--- src/brick_pkg.sv ---
package brick_pkg;

	localparam int screen_w = 160;
	localparam int screen_h = 120;

	typedef logic [7:0] xcoord_t;
	typedef logic [6:0] ycoord_t;
	typedef logic [2:0] colour_t; // one bit per rgb channel
	typedef logic [5:0] brick_idx_t;

	localparam colour_t colour_black  = 3'd0;
	localparam colour_t colour_paddle = 3'd7; // white
	localparam colour_t colour_ball   = 3'd4; // red

	localparam int brick_count    = 40;
	localparam int bricks_per_row = 10;
	localparam int brick_w        = 16;
	localparam int brick_h        = 4;
	localparam int brick_pitch_y  = 8; // one blank band of 4 rows between brick rows

	localparam int paddle_y       = 115;
	localparam int paddle_hit_y   = 110;
	localparam int ball_size      = 2;
	localparam int ball_start_x   = 88;
	localparam int ball_start_y   = 98;
	localparam int paddle_start_x = 80;

	localparam int paddle_frames = 2;
	localparam int ball_frames   = 1;

	typedef struct packed
	{
		colour_t colour;
		ycoord_t y;
		xcoord_t x;
	} brick_t;

	typedef enum logic [3:0]
	{
		clear_screen, fill_store, draw_bricks,
		erase_paddle, move_paddle, draw_paddle,
		idle,
		erase_ball, detect_hit, write_back, erase_brick, move_ball, draw_ball
	} phase_t;

	typedef struct packed
	{
		phase_t phase;
		logic [14:0] step; // cycle within the phase
	} seq_cmd_t;

	typedef struct packed
	{
		logic valid;
		brick_idx_t index;
		brick_t brick;
	} brick_rd_t;

	typedef struct packed
	{
		logic valid;
		brick_idx_t index;
		brick_t brick;
	} hit_t;

	typedef struct packed
	{
		xcoord_t x;
		ycoord_t y;
		colour_t colour;
	} pixel_t;

endpackage

--- src/game_sequencer.sv ---
`timescale 1ns/1ps

module game_sequencer #(
	parameter int frame_cycles = 833333
) (
	input  logic clk,
	input  logic resetn,
	output brick_pkg::seq_cmd_t cmd
);

	localparam int timer_w = $clog2(frame_cycles);

	brick_pkg::phase_t phase, next_phase;
	logic [14:0] step;
	logic last_step;

	logic [timer_w-1:0] timer;
	logic frame_end;
	logic [3:0] paddle_cnt, ball_cnt;
	logic paddle_tick, ball_tick;
	logic paddle_pend, ball_pend;
	logic take_paddle, take_ball;

	// cycles spent in each phase
	function automatic logic [14:0] phase_len(input brick_pkg::phase_t p);
		case (p)
			brick_pkg::clear_screen: phase_len = 15'(brick_pkg::screen_w * brick_pkg::screen_h);
			brick_pkg::fill_store:   phase_len = 15'(brick_pkg::brick_count);
			brick_pkg::draw_bricks:  phase_len = 15'(brick_pkg::brick_count * 64);
			brick_pkg::detect_hit:   phase_len = 15'(brick_pkg::brick_count + 1); // last read returns
			brick_pkg::erase_ball, brick_pkg::draw_ball:
				phase_len = 15'(brick_pkg::ball_size * brick_pkg::ball_size);
			brick_pkg::erase_paddle, brick_pkg::draw_paddle, brick_pkg::erase_brick:
				phase_len = 15'(brick_pkg::brick_w * brick_pkg::brick_h);
			default: phase_len = 15'd1;
		endcase
	endfunction

	assign last_step = (step == phase_len(phase) - 15'd1);
	assign frame_end = (timer == timer_w'(frame_cycles - 1));
	assign paddle_tick = frame_end && (paddle_cnt == 4'(brick_pkg::paddle_frames - 1));
	assign ball_tick = frame_end && (ball_cnt == 4'(brick_pkg::ball_frames - 1));

	// paddle wins when both are pending
	assign take_paddle = (phase == brick_pkg::idle) && paddle_pend;
	assign take_ball = (phase == brick_pkg::idle) && !paddle_pend && ball_pend;

	always_comb
	begin
		case (phase)
			brick_pkg::clear_screen: next_phase = brick_pkg::fill_store;
			brick_pkg::fill_store:   next_phase = brick_pkg::draw_bricks;
			brick_pkg::draw_bricks:  next_phase = brick_pkg::draw_paddle;
			brick_pkg::erase_paddle: next_phase = brick_pkg::move_paddle;
			brick_pkg::move_paddle:  next_phase = brick_pkg::draw_paddle;
			brick_pkg::erase_ball:   next_phase = brick_pkg::detect_hit;
			brick_pkg::detect_hit:   next_phase = brick_pkg::write_back;
			brick_pkg::write_back:   next_phase = brick_pkg::erase_brick;
			brick_pkg::erase_brick:  next_phase = brick_pkg::move_ball;
			brick_pkg::move_ball:    next_phase = brick_pkg::draw_ball;
			default:                 next_phase = brick_pkg::idle;
		endcase
	end

	always_ff @(posedge clk)
	begin
		if (!resetn)
		begin
			phase <= brick_pkg::clear_screen;
			step <= '0;
		end
		else if (phase == brick_pkg::idle)
		begin
			step <= '0;
			if (take_paddle)
				phase <= brick_pkg::erase_paddle;
			else if (take_ball)
				phase <= brick_pkg::erase_ball;
		end
		else if (last_step)
		begin
			phase <= next_phase;
			step <= '0;
		end
		else
			step <= step + 15'd1;
	end

	// frame timer and per-object frame dividers
	always_ff @(posedge clk)
	begin
		if (!resetn)
		begin
			timer <= '0;
			paddle_cnt <= '0;
			ball_cnt <= '0;
			paddle_pend <= 1'b0;
			ball_pend <= 1'b0;
		end
		else
		begin
			timer <= frame_end ? '0 : timer + 1'b1;
			if (frame_end)
			begin
				paddle_cnt <= paddle_tick ? 4'd0 : paddle_cnt + 4'd1;
				ball_cnt <= ball_tick ? 4'd0 : ball_cnt + 4'd1;
			end
			paddle_pend <= (paddle_pend && !take_paddle) || paddle_tick; // held while busy
			ball_pend <= (ball_pend && !take_ball) || ball_tick;
		end
	end

	assign cmd = '{phase: phase, step: step};

endmodule

--- src/brick_store.sv ---
`timescale 1ns/1ps

module brick_store (
	input  logic clk,
	input  logic resetn,
	input  brick_pkg::seq_cmd_t cmd,
	input  brick_pkg::hit_t hit,
	output brick_pkg::brick_rd_t rd
);

	brick_pkg::brick_t mem [brick_pkg::brick_count];

	brick_pkg::brick_idx_t rd_addr, wr_addr;
	brick_pkg::brick_t wr_data, fill_brick;
	logic rd_en, wr_en;

	logic rd_valid;
	brick_pkg::brick_idx_t rd_index;
	brick_pkg::brick_t rd_brick;

	// each brick is read for all 64 of its pixels while drawing
	assign rd_addr = (cmd.phase == brick_pkg::draw_bricks) ? cmd.step[11:6] : cmd.step[5:0];
	assign rd_en = ((cmd.phase == brick_pkg::draw_bricks) || (cmd.phase == brick_pkg::detect_hit))
		&& (rd_addr < 6'(brick_pkg::brick_count));

	// initial layout, 10 per row, colours cycle 1..7
	always_comb
	begin
		fill_brick.x = 8'(brick_pkg::brick_w * (int'(rd_addr) % brick_pkg::bricks_per_row));
		fill_brick.y = 7'(brick_pkg::brick_pitch_y * (int'(rd_addr) / brick_pkg::bricks_per_row));
		fill_brick.colour = 3'((int'(rd_addr) % 7) + 1);
	end

	always_comb
	begin
		wr_en = 1'b0;
		wr_addr = rd_addr;
		wr_data = fill_brick;
		if (cmd.phase == brick_pkg::fill_store)
			wr_en = 1'b1;
		else if (cmd.phase == brick_pkg::write_back && hit.valid)
		begin
			wr_en = 1'b1;
			wr_addr = hit.index;
			wr_data = '{colour: brick_pkg::colour_black, y: hit.brick.y, x: hit.brick.x};
		end
	end

	always_ff @(posedge clk)
	begin
		if (wr_en)
			mem[wr_addr] <= wr_data;
		if (rd_en)
			rd_brick <= mem[rd_addr];
		rd_index <= rd_addr;
	end

	always_ff @(posedge clk)
	begin
		if (!resetn)
			rd_valid <= 1'b0;
		else
			rd_valid <= rd_en;
	end

	assign rd = '{valid: rd_valid, index: rd_index, brick: rd_brick};

endmodule

--- src/motion_unit.sv ---
`timescale 1ns/1ps

module motion_unit (
	input  logic clk,
	input  logic resetn,
	input  brick_pkg::seq_cmd_t cmd,
	input  brick_pkg::xcoord_t paddle_in,
	input  brick_pkg::brick_rd_t rd,
	output brick_pkg::hit_t hit,
	output brick_pkg::xcoord_t paddle_x,
	output brick_pkg::xcoord_t ball_x,
	output brick_pkg::ycoord_t ball_y
);

	localparam int paddle_max = brick_pkg::screen_w - brick_pkg::brick_w; // paddle is brick sized
	localparam int x_max = brick_pkg::screen_w - brick_pkg::ball_size;
	localparam int y_max = brick_pkg::screen_h - brick_pkg::ball_size - 1;

	logic dir_x, dir_y; // 1 = right / down
	logic hit_valid;
	brick_pkg::brick_idx_t hit_index;
	brick_pkg::brick_t hit_brick;

	logic [8:0] bx_l, bx_r, rx_l, rx_r; // left edge and one past the right edge
	logic [7:0] by_t, by_b, ry_t, ry_b;
	logic x_overlap, y_overlap, on_paddle;
	logic from_above, from_below, from_left, from_right;
	logic take;

	assign bx_l = {1'b0, ball_x};
	assign bx_r = bx_l + 9'(brick_pkg::ball_size);
	assign rx_l = {1'b0, rd.brick.x};
	assign rx_r = rx_l + 9'(brick_pkg::brick_w);
	assign by_t = {1'b0, ball_y};
	assign by_b = by_t + 8'(brick_pkg::ball_size);
	assign ry_t = {1'b0, rd.brick.y};
	assign ry_b = ry_t + 8'(brick_pkg::brick_h);

	assign x_overlap = (bx_r > rx_l) && (bx_l < rx_r);
	assign y_overlap = (by_b > ry_t) && (by_t < ry_b);
	assign from_above = (by_b == ry_t) && x_overlap;
	assign from_below = (by_t == ry_b) && x_overlap;
	assign from_left = (bx_r == rx_l) && y_overlap;
	assign from_right = (bx_l == rx_r) && y_overlap;

	// first live brick touched wins, hit bricks are black in the store
	assign take = (cmd.phase == brick_pkg::detect_hit) && rd.valid && !hit_valid
		&& (rd.brick.colour != brick_pkg::colour_black)
		&& (from_above || from_below || from_left || from_right);

	assign on_paddle = (bx_l >= {1'b0, paddle_x})
		&& (bx_l < {1'b0, paddle_x} + 9'(brick_pkg::brick_w));

	always_ff @(posedge clk)
	begin
		if (!resetn)
		begin
			paddle_x <= 8'(brick_pkg::paddle_start_x);
			ball_x <= 8'(brick_pkg::ball_start_x);
			ball_y <= 7'(brick_pkg::ball_start_y);
			dir_x <= 1'b1;
			dir_y <= 1'b0;
			hit_valid <= 1'b0;
		end
		else
		begin
			if (cmd.phase == brick_pkg::move_paddle)
				paddle_x <= (paddle_in > 8'(paddle_max)) ? 8'(paddle_max) : paddle_in;

			if (cmd.phase == brick_pkg::move_ball)
			begin
				if (dir_x)
				begin
					if (ball_x == 8'(x_max))
					begin
						dir_x <= 1'b0;
						ball_x <= ball_x - 8'd1;
					end
					else
						ball_x <= ball_x + 8'd1;
				end
				else if (ball_x == 8'd0)
				begin
					dir_x <= 1'b1;
					ball_x <= 8'd1;
				end
				else
					ball_x <= ball_x - 8'd1;

				if (dir_y)
				begin
					if ((ball_y == 7'(brick_pkg::paddle_hit_y) && on_paddle) || ball_y == 7'(y_max))
					begin
						dir_y <= 1'b0;
						ball_y <= ball_y - 7'd1;
					end
					else
						ball_y <= ball_y + 7'd1;
				end
				else if (ball_y == 7'd0)
				begin
					dir_y <= 1'b1;
					ball_y <= 7'd1;
				end
				else
					ball_y <= ball_y - 7'd1;
			end

			if (cmd.phase == brick_pkg::detect_hit && cmd.step == 15'd0)
				hit_valid <= 1'b0;
			else if (take)
			begin
				hit_valid <= 1'b1;
				if (from_above)
					dir_y <= 1'b0;
				else if (from_below)
					dir_y <= 1'b1;
				else if (from_left)
					dir_x <= 1'b0;
				else
					dir_x <= 1'b1;
			end
		end
	end

	always_ff @(posedge clk)
	begin
		if (take)
		begin
			hit_index <= rd.index;
			hit_brick <= rd.brick;
		end
	end

	assign hit = '{valid: hit_valid, index: hit_index, brick: hit_brick};

endmodule

--- src/pixel_writer.sv ---
`timescale 1ns/1ps

module pixel_writer (
	input  logic clk,
	input  logic resetn,
	input  brick_pkg::seq_cmd_t cmd,
	input  brick_pkg::brick_rd_t rd,
	input  brick_pkg::hit_t hit,
	input  brick_pkg::xcoord_t paddle_x,
	input  brick_pkg::xcoord_t ball_x,
	input  brick_pkg::ycoord_t ball_y,
	output brick_pkg::pixel_t pixel,
	output logic plot
);

	brick_pkg::seq_cmd_t cmd_d; // aligned with rd
	brick_pkg::pixel_t nxt;
	logic nxt_plot;
	brick_pkg::xcoord_t rect_dx, ball_dx;
	brick_pkg::ycoord_t rect_dy, ball_dy;

	// 16x4 rectangle walk and 2x2 ball walk
	assign rect_dx = {4'd0, cmd_d.step[3:0]};
	assign rect_dy = {5'd0, cmd_d.step[5:4]};
	assign ball_dx = {7'd0, cmd_d.step[0]};
	assign ball_dy = {6'd0, cmd_d.step[1]};

	always_comb
	begin
		nxt = '0;
		nxt_plot = 1'b0;
		case (cmd_d.phase)
			brick_pkg::clear_screen:
			begin
				nxt.x = 8'(cmd_d.step % 15'(brick_pkg::screen_w));
				nxt.y = 7'(cmd_d.step / 15'(brick_pkg::screen_w));
				nxt.colour = brick_pkg::colour_black;
				nxt_plot = 1'b1;
			end
			brick_pkg::draw_bricks:
			begin
				nxt.x = rd.brick.x + rect_dx;
				nxt.y = rd.brick.y + rect_dy;
				nxt.colour = rd.brick.colour;
				nxt_plot = 1'b1;
			end
			brick_pkg::draw_paddle, brick_pkg::erase_paddle:
			begin
				nxt.x = paddle_x + rect_dx;
				nxt.y = 7'(brick_pkg::paddle_y) + rect_dy;
				nxt.colour = (cmd_d.phase == brick_pkg::draw_paddle) ?
					brick_pkg::colour_paddle : brick_pkg::colour_black;
				nxt_plot = 1'b1;
			end
			brick_pkg::draw_ball, brick_pkg::erase_ball:
			begin
				nxt.x = ball_x + ball_dx;
				nxt.y = ball_y + ball_dy;
				nxt.colour = (cmd_d.phase == brick_pkg::draw_ball) ?
					brick_pkg::colour_ball : brick_pkg::colour_black;
				nxt_plot = 1'b1;
			end
			brick_pkg::erase_brick:
			begin
				nxt.x = hit.brick.x + rect_dx;
				nxt.y = hit.brick.y + rect_dy;
				nxt.colour = brick_pkg::colour_black;
				nxt_plot = hit.valid; // nothing to erase without a hit
			end
			default:
				nxt_plot = 1'b0;
		endcase
	end

	always_ff @(posedge clk)
	begin
		if (!resetn)
		begin
			cmd_d <= '{phase: brick_pkg::idle, step: '0};
			pixel <= '0;
			plot <= 1'b0;
		end
		else
		begin
			cmd_d <= cmd;
			pixel <= nxt;
			plot <= nxt_plot;
		end
	end

endmodule

--- src/brick_breaker_top.sv ---
`timescale 1ns/1ps

module brick_breaker_top #(
	parameter int frame_cycles = 833333 // 60 Hz at 50 MHz
) (
	input  logic clk,
	input  logic resetn,
	input  brick_pkg::xcoord_t paddle_in,
	output brick_pkg::pixel_t pixel,
	output logic plot
);

	brick_pkg::seq_cmd_t cmd;
	brick_pkg::brick_rd_t rd;
	brick_pkg::hit_t hit;
	brick_pkg::xcoord_t paddle_x, ball_x;
	brick_pkg::ycoord_t ball_y;

	game_sequencer #(
		.frame_cycles(frame_cycles)
	) u_seq (
		.clk(clk),
		.resetn(resetn),
		.cmd(cmd)
	);

	brick_store u_store (
		.clk(clk),
		.resetn(resetn),
		.cmd(cmd),
		.hit(hit),
		.rd(rd)
	);

	motion_unit u_motion (
		.clk(clk),
		.resetn(resetn),
		.cmd(cmd),
		.paddle_in(paddle_in),
		.rd(rd),
		.hit(hit),
		.paddle_x(paddle_x),
		.ball_x(ball_x),
		.ball_y(ball_y)
	);

	pixel_writer u_writer (
		.clk(clk),
		.resetn(resetn),
		.cmd(cmd),
		.rd(rd),
		.hit(hit),
		.paddle_x(paddle_x),
		.ball_x(ball_x),
		.ball_y(ball_y),
		.pixel(pixel),
		.plot(plot)
	);

endmodule

--- config.mk ---
export PLATFORM = sky130hd
export DESIGN_NAME = brick_breaker_top
export DESIGN_NICKNAME = d
export VERILOG_FILES = /design/src/brick_pkg.sv /design/src/game_sequencer.sv /design/src/brick_store.sv /design/src/motion_unit.sv /design/src/pixel_writer.sv /design/src/brick_breaker_top.sv
export SDC_FILE = /design/constraint.sdc
export NUM_CORES = 1
export LEC_CHECK = 0
export BUFFER_PORTS_ARGS = -buffer_cell sky130_fd_sc_hd__clkbuf_2
export CORE_MARGIN = 1
export CORE_UTILIZATION = 55
export DETAILED_ROUTE_END_ITERATION = 8
export MAX_ROUTING_LAYER = met4
export PLACE_DENSITY_LB_ADDON = 0.12
export SYNTH_ARGS = -nofsm -noshare
export SYNTH_HDL_FRONTEND = slang
export SYNTH_HIERARCHICAL = 1
export SYNTH_SLANG_ARGS = --single-unit
--- constraint.sdc ---
create_clock -name clk -period 20.4 [get_ports clk]
set_clock_uncertainty 0.1 [all_clocks]
set_input_delay 3.06 -clock clk [delete_from_list [all_inputs] [get_ports clk]]
set_output_delay 3.06 -clock clk [all_outputs]
set_load 0.005 [all_outputs]
==> After elaboration in Yosys (flattened, before gate mapping) <==
Memories as Yosys holds them, arrays and structs flattened. A register that Yosys moved wholly into a read port is not among the register bits.
Cells that the tools add are included.
{ "op_classes": {"n_shift": 0, "reduce_logical": 47, "bitwise_logic": 1, "n_div": 5, "mul": 0, "n_lt_le_gt_ge": 8, "mux": 47, "addsub": 23, "eq_ne": 24} }
{ "op_table": {"columns": ["operator", "n"], "rows": [
  ["$pmux W18 S5", 1],
  ["$mux W4", 10],
  ["$mux W18", 2],
  ["$div A7 B5 Y32 const B", 1],
  ["$mod A7 B4 Y32 const B", 1],
  ["$mod A7 B5 Y32 const B", 1],
  ["$mux W8", 4],
  ["$add A8 B4 Y8", 3],
  ["$logic_and A1 B1 Y1", 22],
  ["$mux W1", 21],
  ["$mux W7", 3],
  ["$add A20 B1 Y20 const B", 1],
  ["$eq A20 B20 Y1 const B", 1],
  ["$eq A4 B4 Y1 const B", 5],
  ["$add A8 B5 Y9 const B", 2],
  ["$lt A8 B9 Y1", 2],
  ["$mux W6", 3],
  ["$eq A4 B3 Y1 const B", 4],
  ["$add A15 B1 Y15 const B", 1],
  ["$div A15 B8 Y15 const B", 1],
  ["$eq A15 B15 Y1", 1],
  ["$logic_not A15 Y1", 1],
  ["$mod A15 B8 Y15 const B", 1],
  ["$sub A15 B1 Y15 const B", 1],
  ["42 further kinds", 62]
]} }
{ "word_totals": {"inputBits": 10, "latch_bits": 0, "mem_bits_rw": 720, "n_memories": 3, "out_inout_bits": 19, "register_bits": 141, "romBits": 208} }
{ "mem_list": {"columns": ["name", "depth", "word_bits", "read_ports", "rd_ports_with_merged_regs", "wr", "line_no", "text"], "rows": [
  ["u_store.mem", 40, 18, 1, 1, 1, "brick_store.sv:11", "brick_pkg::brick_t mem [brick_pkg::brick_count];"],
  ["(name not given)", 16, 9, 1, 1, 0, "game_sequencer.sv:26", "case (p)"],
  ["(name not given)", 16, 4, 1, 1, 0, "game_sequencer.sv:50", "case (phase)"]
]} }

==> Longest topological paths before layout <==
{ "logic_depth": {"ltp_word": 12, "ltp_mapped": 25, "mapped_depth_nobuf": 21} }

==> Modules after synthesis <==
Netlist, hierarchy kept.
{ "by_module_without_submodules": {"columns": ["mod", "instances", "area_each_um2", "cells_each"], "rows": [
  ["brick_store", 1, 30699.4, 2425],
  ["motion_unit", 1, 3926.3, 423],
  ["pixel_writer", 1, 3872.5, 510],
  ["game_sequencer", 1, 2950.3, 342]
]} }

==> Worst setup path after synthesis <==
Ideal clock, no wire load.
{ "synth_timing": {"kind": "flip-flop to flip-flop", "from": "register u_seq.phase[3]", "to": "memory u_store/mem[0][17] (netlist name), data pin", "path_stages_with_launch": 25, "path_buffers": 4, "path_slack_ns": 13.376, "arrival_time_ns": 6.494, "setup_time_ns": 0.430, "required_time_ns": 19.870, "path_cell_list": "dfxtp_1 -> buf_6 -> nor4b_2 -> buf_2 -> mux2i_2 -> clkbuf_1 -> clkbuf_1 -> inv_1 -> ha_1 -> inv_1 -> a21oi_1 -> o311ai_1 -> ha_1 -> nor4b_1 -> or2_1 -> nor2_1 -> o21ai_0 -> ha_1 -> inv_1 -> or3_1 -> or3b_4 -> mux2_1 -> ha_1 -> nand2b_1 -> mux2i_1"} }
{ "synth_rtl": {"columns": ["item", "line_no", "text"], "rows": [
  ["start: declaration", "game_sequencer.sv:13", "brick_pkg::phase_t phase, next_phase;"],
  ["start signal: assignment", "game_sequencer.sv:69", "phase <= brick_pkg::clear_screen;"],
  ["start signal: assignment", "game_sequencer.sv:76", "phase <= brick_pkg::erase_paddle;"],
  ["start signal: assignment", "game_sequencer.sv:78", "phase <= brick_pkg::erase_ball;"],
  ["end: declaration", "brick_store.sv:11", null]
]} }

==> impl_metrics.env <==
export IMPL_core_area_mm2=0.0744
export IMPL_holdCritPathClass="flop to flop"
export IMPL_overflow=0
export IMPL_num_vias=29900
export IMPL_synthesis_nets=3800
export IMPL_clock_sinks=889
export IMPL_postSynthCellCount=3697
export IMPL_clk_pin_slew_ps=60
export IMPL_first_iter_violations=3184
export IMPL_clk_latency_ps=660
export IMPL_critPathKind="flop to flop"
export IMPL_cts_root_buf="clkbuf_16"
export IMPL_cts_hold_buffers=0
export IMPL_max_freq_ghz=0.124
export IMPL_die_w_um=276
export IMPL_antenna_found_initial=2
export IMPL_die_area_mm2=0.0763
export IMPL_top_level_ports=29
export IMPL_dr_max_layer_used="met4"
export IMPL_clockBufferDepth=3
export IMPL_rsz0062_at_grt="false"
export IMPL_dpl_hpwl_mm=66.2
export IMPL_wl_met2_mm=53.7
export IMPL_die_y_um=276
export IMPL_setup_violations=0
export IMPL_cts_htree_levels=3
export IMPL_power_density_mw_per_mm2=82.7
export IMPL_relSlewSlack=0.0679
export IMPL_initial_core_util=0.556
export IMPL_worst_ep_arrival_time_ps=8260
export IMPL_seq_area_mm2=0.0254
export IMPL_drt_pass1_iter_count=8
export IMPL_cts_setup_buffers=0
export IMPL_area_growth_pct=10.2
export IMPL_max_vdd_ir_drop_mv=0.0805
export IMPL_grt_max_degree=119
export IMPL_placedCellCount=4562
export IMPL_wl_per_cell_um=23.6
export IMPL_setup_worst_path_end_class="flop"
export IMPL_final_hold_viol_count=0
export IMPL_final_nets=3790
export IMPL_io_buffers=28
export IMPL_grt_pass1_vias=28300
export IMPL_drc=0
export IMPL_viasPerCell=6.31
export IMPL_hold_depth=0
export IMPL_fin_util=0.612
export IMPL_numCtsBuffers=92
export IMPL_required_ps=20590
export IMPL_cts_tree="done"
export IMPL_worstMarginPinSlew_ps=1390
export IMPL_grt_pass1_wl_mm=169
export IMPL_fin_cells=4733
export IMPL_r2r_cells=21
export IMPL_cts_resized=0
export IMPL_grt_use_total=0.299
export IMPL_m1WireLength_mm=45.1
export IMPL_wl_met3_mm=8.72
export IMPL_cap_violations=0
export IMPL_multi_input_area_mm2=0.0149
export IMPL_fin_tns_setup_ps=0
export IMPL_cp_start_kind="flop"
export IMPL_rows=100
export IMPL_synth_area_mm2=0.0414
export IMPL_status="finished, final reports clean"
export IMPL_min_period_ps=8080
export IMPL_gp_routability_congestion=0.900
export IMPL_fillers=5797
export IMPL_path_max_fanout=40
export IMPL_fin_crit_sh=0.396
export IMPL_leakagePower_nw=15.9
export IMPL_postRouteAntennaNets=0
export IMPL_wl_mm=112
export IMPL_syn_area_per_cell_um2=11.2
export IMPL_yosysWarnings=6
export IMPL_drive_above_1_share=0.0978
export IMPL_slew_violations=0
-- area by class of cell --
class                           count  area share
Sequential cell                   889       0.557
Multi-Input combinational cell   2498       0.328
Clock buffer                      117      0.0537
Tap cell                          969      0.0266
Timing Repair Buffer              120      0.0182
Clock inverter                     53     0.00925
Inverter                           86     0.00733
Antenna cell                        1   0.0000549
-- power by group --
| group | switching [W] | internal, W | leakage (nW) | total [W] |
|---|---|---|---|---|
| sequential | 0.00000402 | 0.00197 | 7.41 | 0.00197 |
| clock | 0.000700 | 0.000893 | 1.38 | 0.00159 |
| combinational | 0.000147 | 0.0000580 | 7.13 | 0.000205 |
-- per-layer routing --
layer	vias up	track usage
met5	-	-
met4	0	0.118
met3	227	0.0372
met2	1328	0.482
met1	14700	0.387
li1	13600	-
-- placed cells by master (no fill, tap or decap), types with 11 or more instances in the layout --
master       n
o22ai_1     12
buf_4       92
nand3_1    364
nor2_1     137
clkinv_2    15
nand4_1     29
o21a_1      11
nand2b_1    20
nor2_2      33
clkinv_1    22
o221ai_1    21
dfxtp_1    130
o211ai_1    20
a22oi_1     19
mux2i_1     43
xnor2_1     54
nor4_1      25
clkbuf_1    21
a311oi_1    71
nor3b_1     14
edfxtp_1   759
clkbuf_2    28
nand2_1    772
ha_1        91
o21ai_0     72
xor2_1      42
inv_1       79
clkbuf_16   93
and2_1      40
a21boi_0    12
and3_1      52
a211oi_1    13
or3_1       25
nor2b_1     32
a31oi_1     39
nor3_1      45
a21oi_1    149
-- metrics by stage --
step                      total power [W]  area [um2]  setup WS, ps  hold WS [ps]
final                             0.00377       45600         12320           302
after global placement            0.00221       42700         12530           289
after detailed placement          0.00221       42700         12500           290
after floorplan                   0.00214       41400         13380           286
after CTS                         0.00379       45600         12470           304
after global routing              0.00388       45600         11890           312
-- critical path: stages, from the launching register on --
cell	delay, ps
dfxtp_1	480
or4b_4	740
mux2i_2	210
buf_4	300
inv_1	850
ha_1	690
inv_1	190
a211o_1	260
o311ai_1	160
ha_1	290
nor4b_1	370
or2_1	210
nor2_1	70
o21ai_0	260
ha_1	190
inv_1	50
or3_1	380
or3b_4	280
mux2_1	340
ha_1	210
nand2b_1	170
mux2i_4	860
-- registers in the layout, summed over array words and instances, names as in the netlist, 7 cells and up, named ones only --
| name | flops |
|---|---|
| u_motion/ball_x | 8 |
| u_motion/ball_y | 7 |
| u_writer/pixel | 18 |
| u_seq/timer | 20 |
| u_motion/hit | 15 |
| u_store/rd | 18 |
| u_store/mem | 720 |
| u_seq/step | 15 |
| u_motion/paddle_x | 8 |
| u_writer/cmd_d | 17 |
-- path summary, 6_finish.rpt --
check / start / endpoint / slack (ps)
worst min register to register: u_store/rd_index[0] / u_motion/hit_index[0] / 300
worst max register to register: u_seq/phase[3] / u_store/mem[27][17] / 12320
worst min-delay path: u_store/rd_index[0] / u_motion/hit_index[0] / 300
worst max-delay path: u_seq/phase[3] / u_store/mem[27][17] / 12320
(Power assumes the default switching activity.)
